File: config.mk
export PLATFORM = sky130hd
export DESIGN_NAME = prefetch_page_sequencer
export DESIGN_NICKNAME = d
export VERILOG_FILES = /design/src/logic/write_engine_pkg.sv /design/src/logic/prefetch_page_sequencer.sv
export SDC_FILE = /design/constraint.sdc
export NUM_CORES = 1
export LEC_CHECK = 0
export CORE_AREA = 2 2 193 195
export DETAILED_ROUTE_END_ITERATION = 12
export DIE_AREA = 0 0 195 197
export DONT_BUFFER_PORTS = 1
export GPL_TIMING_DRIVEN = 1
export PLACE_DENSITY = 0.48
export SYNTH_ARGS = -nofsm -noshare
export SYNTH_HDL_FRONTEND = slang
export SYNTH_SLANG_ARGS = --single-unit
File: constraint.sdc
create_clock -name clock -period 4.99 [get_ports clock]
set_input_delay 0.2495 -clock clock [delete_from_list [all_inputs] [get_ports clock]]
set_output_delay 0.2495 -clock clock [all_outputs]
set_load 0.02 [all_outputs]
File: src/logic/write_engine_pkg.sv
//////////////////////////////
// Widths, command kinds and job constants of the write engine
// Addresses are byte addresses, one write command covers one cache line
//////////////////////////////

`default_nettype none

package write_engine_pkg;

	//////////////////////////////
	// Widths
	//////////////////////////////

	// Full byte address
	typedef logic [63:0] addr_t;

	// Cache line count, also used for job length and lines_done
	typedef logic [15:0] lines_t;

	//////////////////////////////
	// Command kinds
	//////////////////////////////

	typedef enum logic [1:0] {
		KIND_NONE     = 2'd0,
		// Prefetch of one page
		KIND_TOUCH    = 2'd1,
		// Write without cache allocation
		KIND_WRITE_NA = 2'd2,
		// Write with allocation
		KIND_WRITE_MS = 2'd3
	} cmd_kind_t;

	//////////////////////////////
	// Job constants
	//////////////////////////////

	// Bytes per cache line
	localparam int LINE_BYTES = 128;

	// Each line arrives as two halves
	localparam int HALF_BITS = 512;

	// Cache lines per page for touch commands
	localparam int DEFAULT_PAGE_LINES = 32;

	// Entries per data half buffer
	localparam int DEFAULT_BUFFER_DEPTH = 16;

endpackage

`default_nettype wire

File: src/logic/prefetch_page_sequencer.sv
//////////////////////////////
// One touch command per page, the last page may be partial
// pf_start must not arrive while a previous job is still draining
//////////////////////////////

`timescale 1ns/1ps
`default_nettype none

module prefetch_page_sequencer import write_engine_pkg::*; #(
	parameter int page_lines = DEFAULT_PAGE_LINES
) (
	input  logic   clock,
	input  logic   rstn,
	input  logic   pf_start,
	input  addr_t  job_base,
	input  lines_t job_lines,
	input  logic   pf_cmd_almost_full,
	input  logic   pf_rsp_valid,
	output logic   pf_cmd_valid,
	output addr_t  pf_cmd_address,
	output lines_t pf_cmd_lines,
	output logic   pf_drained
);

	localparam lines_t page_size   = lines_t'(page_lines);
	localparam addr_t  page_stride = addr_t'(page_lines * LINE_BYTES);

	logic   active;
	addr_t  base_q;
	addr_t  page_offset;
	lines_t remaining;
	lines_t sent_count;
	lines_t answered_count;
	lines_t chunk;
	logic   issue;

	// Full page or whatever is left
	assign chunk = (remaining > page_size) ? page_size : remaining;
	assign issue = active && (remaining != '0) && !pf_cmd_almost_full;

	//////////////////////////////
	// Page walk and drain tracking
	//////////////////////////////

	always_ff @(posedge clock or negedge rstn) begin
		if (!rstn) begin
			active         <= 1'b0;
			page_offset    <= '0;
			remaining      <= '0;
			sent_count     <= '0;
			answered_count <= '0;
			pf_cmd_valid   <= 1'b0;
			pf_drained     <= 1'b0;
		end else begin
			pf_drained   <= 1'b0;
			pf_cmd_valid <= issue;
			if (pf_start) begin
				active         <= 1'b1;
				page_offset    <= '0;
				remaining      <= job_lines;
				sent_count     <= '0;
				answered_count <= '0;
			end else begin
				if (issue) begin
					remaining   <= remaining - chunk;
					page_offset <= page_offset + page_stride;
				end
				// Count commands as they leave
				if (pf_cmd_valid)
					sent_count <= sent_count + 1'b1;
				if (pf_rsp_valid)
					answered_count <= answered_count + 1'b1;
				// All pages out and every one answered
				if (active && (remaining == '0) && !pf_cmd_valid &&
						(sent_count == answered_count)) begin
					active     <= 1'b0;
					pf_drained <= 1'b1;
				end
			end
		end
	end

	// Command payload
	always_ff @(posedge clock) begin
		if (pf_start)
			base_q <= job_base;
		if (issue) begin
			pf_cmd_address <= base_q + page_offset;
			pf_cmd_lines   <= chunk;
		end
	end

endmodule

`default_nettype wire

### Word-level counts from Yosys, hierarchy flattened

Index checks and enable logic that the tools add are counted.

| cells by class | value |
|---|---|
| multiplexer cells | 13 |
| reduce and logical (&&, ||, !) cells | 13 |
| equality and inequality tests | 1 |
| order comparisons | 1 |
| add/subtract/negate cells | 5 |

Operator list:

| cell | number |
|---|---|
| $mux W64 | 2 |
| $mux W16 | 7 |
| $add A64 B13 Y64 const B | 1 |
| $add A64 B64 Y64 | 1 |
| $add A16 B1 Y16 const B | 2 |
| $eq A16 B16 Y1 | 1 |
| $gt A16 B6 Y1 const B | 1 |
| $logic_not A16 Y1 | 1 |
| $reduce_bool A16 Y1 | 1 |
| $sub A16 B16 Y16 | 1 |
| $reduce_bool A2 Y1 | 4 |
| $logic_and A1 B1 Y1 | 5 |
| $mux W1 | 4 |
| $logic_not A1 Y1 | 2 |

| storage, ports and cells | value |
|---|---|
| word-level logic and storage cells | 43 |
| output and inout port bits | 82 |
| register bits | 259 |

### Longest topological paths before layout

Gate-level depths: netlist of run 1.

| logic depth | value |
|---|---|
| depth in word-level cells | 6 |
| gate-level depth with buffers | 12 |
| mapped depth without buffers | 12 |

### Least setup slack after synthesis of run 1

Ideal clock, no wire load.

| timing path | value |
|---|---|
| path type | reg2reg |
| from | reg remaining[8] |
| to | reg remaining[12] |
| setup slack | 2263 ps |
| cell stages (with the launch flop) | 13 |
| required time | 4858 ps |
| arrival | 2595 ps |
| path through | dfrtp_1 > or3_4 > nor4_1 > nand2_1 > a21oi_1 > nand2b_1 > ha_1 > a31oi_1 > o21ai_1 > or3_1 > nor3_1 > xnor2_1 > o21ai_1 |

| on the way | value |
|---|---|
| word-level cells in the longest chain between the ends | 5 |
| elaborated cells on any way between the ends | 9 |

RTL lines:

| item | line | text |
|---|---|---|
| from (decl) | prefetch_page_sequencer.sv:31 | `lines_t remaining;` |
| from (signal assigned) | prefetch_page_sequencer.sv:60 | `remaining <= job_lines;` |
| from (signal assigned) | prefetch_page_sequencer.sv:65 | `remaining <= remaining - chunk;` |
| $gt A16 B6 Y1 | prefetch_page_sequencer.sv:38 | `assign chunk = (remaining > page_size) ? page_size : remaining;` |
| $mux W16 | prefetch_page_sequencer.sv:38 |  |
| $sub A16 B16 Y16 | prefetch_page_sequencer.sv:65 |  |
| $mux W16 | prefetch_page_sequencer.sv:64 | `if (issue) begin` |
| $mux W16 | prefetch_page_sequencer.sv:57 | `if (pf_start) begin` |

Parallel ways exist; a longest one is shown, timed or not. The select of a mux whose other input is x is not followed.
A chain may end at the register's enable or synchronous reset.

### Worst setup path after layout of run 1

| timing path | value |
|---|---|
| from | reg remaining[8] |
| to | reg remaining[10] |

Same word-level chain as after synthesis.

==> flow_summary.yaml, run 1 <==
min_path:
  hold_class: "input pin to flip-flop"
timing:
  setup_viol: 0
  skew_ns: 0.01560
  worst_pin_slew_ns: 0.9921
  rsz0062_at_grt: "false"
  period_share_pct: 66.15
  maxSlewHeadroom_pct: 33.25
  fin_setup_tns_ns: 0
  fin_crit_ns: 3.301
  drv_slew: 0
  hold_ws_ns: 0.08419
  hold_violations: 0
  max_freq_mhz: 302.9
cells_and_area:
  drive_gt1_share_pct: 5.971
  num_antenna_cells: 0
  nFillCells: 3499
  syn_to_final_growth_pct: 19.03
  nets: 1372
  multi_input_area_sq_um: 5461
  seq_area_sq_um: 6902
floorplan:
  die-area_sq_um: 38420
  ioPinCount: 167
  fp.dieW_microns: 195
  rows: 70
  core_sq_um: 36260
  start_util_pct: 34.70
  die_h_microns: 197
clock_network:
  numClockSinks: 247
  h-tree-depth: 1
  clkLatencyLatePin_ns: 0.56
  post_cts_buffers: 0
  numCtsBuffers: 30
  clockBufferDepth: 3
  cts_root_buffer: "clkbuf_16"
  clk_pin_slew_ns: 0.06
  hold_buffers: 85
  post_cts_resized: 0
  cts_tree: "yes"
global_route:
  gr-usage-all-layers_pct: 15.56
  antenna_found_initial: 0
  grt_pass1_vias: 8697
  overflow: 0
  grt_max_degree: 181
  grt_pass1_wl_microns: 48040
power:
  irDropWorstVdd_mv: 0.1919
  power_density_nw_per_um2: 335.2
  p_leak_uw: 0.006120
  p_total_uw: 5019
synthesis:
  ys_ff_latch: 247
  avgSynthCellArea_sq_um: 10.98
  yosys.area.top_type: "edfxtp_1"
  synth_flop_cell: "edfxtp_1"
  synth.yosys.seq_area_share_pct: 54.86
  yosys-top-cells-area: "edfxtp_1, dfrtp_1, ha_1"
  syn_inst: 1146
  synth-edff-count: 144
  synth_warnings: 0
  async_flop_share_pct: 41.70
  synthesis.area_sq_um: 12580
  synth_top_cell_area_share_pct: 34.37
  ys_types: 70
detailed_routing:
  drc: 0
  wirelength_microns: 29780
  drt_iter0_drc: 423
  wl_met2_microns: 13510
  top_layer_used: "met4"
  wl_per_cell_microns: 17.27
  antenna_left: 0
  vias: 8711
  dr.pass1.iters: 5
  vias_per_cell: 5.053
  wl_met1_microns: 14330
  met3_length_microns: 1408
setup_path:
  cp.required_ns: 5.40
  startpoint_type: "flip-flop"
  cp_top_family: "simple AND/OR/NAND/NOR gates"
  cp_max_fo: 10
  crit_top_cell: "o21ai_1"
  cp_slowest_stage_delay_ns: 0.52
  worst_ep_arrival_time_ns: 3.71
  path_cells: "or3_4, nor4_1, nand2_1, a21oi_1, nand2b_1, ha_1, a31oi_1, o21ai_1, or3_1, nor3_1, xnor2_1, o21ai_1"
  path_buf_inv: 0
  end_kind: "flip-flop"
  slowest_stage: "a21oi_1"
  crit_type: "flip-flop to flip-flop"
place:
  dpl.hpwl_microns: 20710
  portBuffers: 0
  globalplace.congestion: 0.8322
outcome:
  status: "finished, final reports clean"
flow_run:
  maxCapViolations: 0
## worst reg2reg max path: cells and delay by family (launching register included)
kind                     cells  cell delay (ns)
XOR/XNOR                     1             0.16
AND/OR/NAND/NOR              6             1.45
flip-flops                   1             0.41
adder cells (fa/ha/maj)      1             0.25
AO/OA/AOI/OAI                4             0.88
## report_power, final
| part | internal [uW] | switching (uW) |
|---|---|---|
| clock | 1390 | 862 |
| sequential | 2300 | 117 |
| combinational | 144 | 207 |
| total | 3830 | 1190 |
## logic make-up after synthesis
logic type	after synthesis	synth area share, %
xor+xnor	131	9.120
buf+inv	66	2.059
simple gates	393	15.49
fa+ha+maj	55	5.470
flops	247	54.86
compound gates	243	12.20
other cells	2	0.05969
mux	9	0.7360
## cells in the final DEF (no fill, tap or decap), types with 6 or more instances in the layout
cell type / synthesis / routed
edfxtp_1: 144 / 144
nor2_1: 106 / 106
dfrtp_1: 103 / 103
nand2_1: 100 / 100
a21oi_1: 88 / 88
dlygate4sd3_1: 0 / 83
xor2_1: 78 / 78
o21ai_0: 57 / 57
ha_1: 55 / 55
xnor2_1: 53 / 53
nand4_1: 33 / 33
clkbuf_16: 0 / 31
nand3_1: 30 / 30
inv_1: 25 / 25
or3_1: 23 / 23
a21o_1: 23 / 23
and3_1: 20 / 20
nor3_1: 18 / 18
o21bai_1: 12 / 12
o21ai_1: 11 / 11
and2_1: 11 / 11
conb_1: 2 / 11
nor4_1: 9 / 9
and4_1: 9 / 9
nor2b_1: 7 / 7
mux2i_1: 7 / 7
clkinv_2: 0 / 7
nand2b_1: 6 / 6
o21a_1: 7 / 6
a31oi_1: 6 / 6
## final cells by class
class / instances / share of cell area, %
sequential: 247 / 46.09
multi-input combinational: 842 / 36.47
timing repair buffer: 86 / 5.966
clock buffer: 34 / 5.256
tap: 468 / 3.910
clock inverter: 22 / 1.679
inverter: 25 / 0.6267
## synth_stat cells (3+ instances only)
library cell    n
a21o_1         23
or4_1           4
and3_1         20
inv_1          25
nand3_1        30
nor2b_1         7
xnor2_1        53
nor3_1         18
and4_1          9
or2_2           4
edfxtp_1      144
nand4_1        33
a21oi_1        88
mux2i_1         7
nor2_1        106
a31oi_1         6
o31ai_1         3
o21bai_1       12
nor4_1          9
o21ai_0        57
o21a_1          7
nand2b_1        6
and2_1         11
o21ai_1        11
xor2_1         78
ha_1           55
dfrtp_1       103
buf_2           3
nand3b_1        3
clkbuf_1       36
a311oi_1        3
o211ai_1        4
nand2_1       100
or3_1          23
## worst paths after layout
check	from	to	slack [ns]	depth (start not counted)
setup / recovery	remaining[8]$_DFFE_PN0N_	remaining[10]$_DFFE_PN0N_	1.69	12
hold / removal	pf_rsp_valid	answered_count[3]$_DFFE_PN0P_	0.08	3
setup reg to reg	remaining[8]$_DFFE_PN0N_	remaining[10]$_DFFE_PN0N_	1.69	12
hold reg to reg	base_q[10]$_DFFE_PP_	pf_cmd_address[10]$_DFFE_PP_	0.42	0
max in group asynchronous	rstn	page_offset[28]$_DFFE_PN0N_	4.25	2
min in group asynchronous	rstn	answered_count[0]$_DFFE_PN0P_	0.29	2
## sequential cells by signal (all words and copies together) (netlist names)
register,flops
pf_drained,1
active,1
pf_cmd_valid,1
base_q,64
remaining,16
page_offset,52
pf_cmd_address,64
sent_count,16
answered_count,16
pf_cmd_lines,16
## layer usage
layer  vias up  track usage (%)
li1       4337                -
met1      4153            21.62
met2       191            25.29
met3        30            2.584
met4         0            4.043
met5         -                0
## metrics by stage
stage | setup slack [ns] | cells | utilization [%] | area [sq um]
after floorplan | 2.263 | 1155 | - | 12610
after global placement | 1.760 | 1583 | 35.99 | 13050
after detailed placement | 1.698 | 1583 | 35.99 | 13050
after CTS | 1.648 | 1724 | 41.30 | 14970
after global routing | 1.307 | 1724 | 41.30 | 14970
final | 1.689 | 1724 | 41.30 | 14970
Note: power is estimated with default switching activity, not from simulation.
==> run 2: changes to the inputs <==
==> constraint.sdc (replaced) <==
create_clock -name clock -period 3.1 [get_ports clock]
set_input_delay 0.155 -clock clock [delete_from_list [all_inputs] [get_ports clock]]
set_output_delay 0.155 -clock clock [all_outputs]
set_load 0.02 [all_outputs]
==> run 2 against run 1 <==
Clock power up 60%; clock skew is 0.0012 ns lower; final cell count increased by 3.4%; critical path type unchanged; critical endpoint is now pf_cmd_address[60]$_DFFE_PP_; largest power group unchanged; highest routed layer unchanged.
==> flow_summary.yaml, run 2 (synthesis results as in run 1) <==
detailed_routing:
  vias: 8966
  antenna_left: 0
  wirelength_microns: 30670
  drc: 0
  vias_per_cell: 5.031
  dr.pass1.iters: 5
  drt_iter0_drc: 499
  wl_per_cell_microns: 17.21
timing:
  drv_slew: 0
  hold_violations: 0
  fin_crit_ns: 2.949
  period_share_pct: 95.12
  worst_pin_slew_ns: 0.7158
  setup_viol: 0
  hold_ws_ns: 0.08254
  skew_ns: 0.01439
  maxSlewHeadroom_pct: 52.28
  max_freq_mhz: 339.1
clock_network:
  clkLatencyLatePin_ns: 0.56
  numCtsBuffers: 28
  numClockSinks: 247
  clk_pin_slew_ns: 0.06
  cts_tree: "yes"
  cts_root_buffer: "clkbuf_16"
  clockBufferDepth: 3
  h-tree-depth: 1
cells_and_area:
  largest_registers: "base_q: 64 flops, pf_cmd_address: 64 flops, page_offset: 52 flops"
  multi_input_area_sq_um: 5518
  nets: 1432
  seq_area_sq_um: 6902
  num_antenna_cells: 0
  fin_area_sq_um: 15540
  final_util_pct: 42.86
  final_common_cell: "edfxtp_1"
  mostFrequentLayoutCells: "edfxtp_1, dlygate4sd3_1, nor2_1, dfrtp_1, nand2_1"
  drive_gt1_share_pct: 8.219
  syn_to_final_growth_pct: 23.54
  nFillCells: 3480
power:
  irDropWorstVdd_mv: 0.3642
  power_density_nw_per_um2: 520.1
  p_total_uw: 8083
  p_leak_uw: 0.006452
setup_path:
  cp.required_ns: 3.48
  cp_max_fo: 4
  startpoint_type: "flip-flop"
  end_kind: "flip-flop"
  worst_ep_arrival_time_ns: 3.32
  crit_type: "flip-flop to flip-flop"
  reg2reg_slack_ns: 0.15
min_path:
  hold_class: "input pin to flip-flop"
floorplan:
  start_util_pct: 34.70
  rows: 70
  core_sq_um: 36260
  ioPinCount: 167
  fp.dieW_microns: 195
  die-area_sq_um: 38420
  die_h_microns: 197
place:
  portBuffers: 0
  dpl.hpwl_microns: 21020
  place_area_sq_um: 13220
  globalplace.congestion: 0.8245
global_route:
  grt_pass1_vias: 8939
  grt_max_degree: 150
  grt_pass1_wl_microns: 49130
  gr-usage-all-layers_pct: 16.03
  overflow: 0
  antenna_found_initial: 0
outcome:
  status: "finished, final reports clean"
flow_run:
  maxCapViolations: 0
## run 2: cell count changes in the layout (fill, tap and decap cells not counted), sizes merged
cell | before | now
clkbuf | 34 | 32
o21a | 7 | 8
bufinv | 5 | 6
clkinv | 14 | 7
buf | 3 | 32
clkinvlp | 1 | 5
dlygate4sd3 | 83 | 115
## run 2: path summary, 6_finish.rpt
kind | startpoint | end | cells past startpoint
min reg2reg | base_q[3]$_DFFE_PP_ | pf_cmd_address[3]$_DFFE_PP_ | 0
min in group asynchronous | rstn | answered_count[2]$_DFFE_PN0P_ | 2
max | page_offset[13]$_DFFE_PN0N_ | pf_cmd_address[60]$_DFFE_PP_ | 9
max in group asynchronous | rstn | page_offset[31]$_DFFE_PN0N_ | 2
max reg2reg | page_offset[13]$_DFFE_PN0N_ | pf_cmd_address[60]$_DFFE_PP_ | 9
min | pf_rsp_valid | answered_count[8]$_DFFE_PN0P_ | 4
## run 2: power breakdown
| part | internal (uW) | switching, uW |
|---|---|---|
| clock | 2220 | 1400 |
| combinational | 252 | 337 |
| sequential | 3700 | 186 |
| total | 6160 | 1920 |
## run 2: through the flow
step	setup TNS [ns]	cells	setup WS, ns
final	0	1782	0.1514
after detailed placement	0	1605	0.03810
after floorplan	0	1155	0.3735
after CTS	0	1774	0.01581
after global placement	0	1605	0.09833
after global routing	-0.008731	1782	-0.008731
## run 2: metal layers
metal  vias up  wire length [microns]  track usage [%]
li1       4457                      -                -
met1      4267                  14820            22.42
met2       198                  13830            25.52
met3        44                   1263            2.669
met4         0                    756            4.919
met5         -                      0                0
## run 2: repair_timing
| item | 4_1_cts | 5_1_grt |
|---|---|---|
| hold buffers | 117 | 0 |
| gates resized for setup | 0 | 10 |
| setup buffers | 0 | 7 |
| setup endpoints to repair | 0 | 24 |
| endpoints found under the hold margin | 334 | 0 |
## run 2: critical path, stage by stage (launching register included)
cell and delay (ns):
dfrtp_1 0.41, ha_1 0.33, a211o_1 0.33, a21o_2 0.23, a21oi_4 0.20, o211a_4 0.22, o2111ai_4 0.18, a22o_1 0.29
or4_1 0.48, o311ai_1 0.10
## run 2: layout make-up
| type | instances | area share (%) |
|---|---|---|
| flip-flops and latches | 247 | 44.41 |
| clock inverters | 20 | 1.771 |
| repair buffers | 147 | 9.209 |
| well taps | 468 | 3.768 |
| inverters | 25 | 0.6038 |
| clock buffers | 32 | 4.742 |
| multi-input cells | 843 | 35.50 |
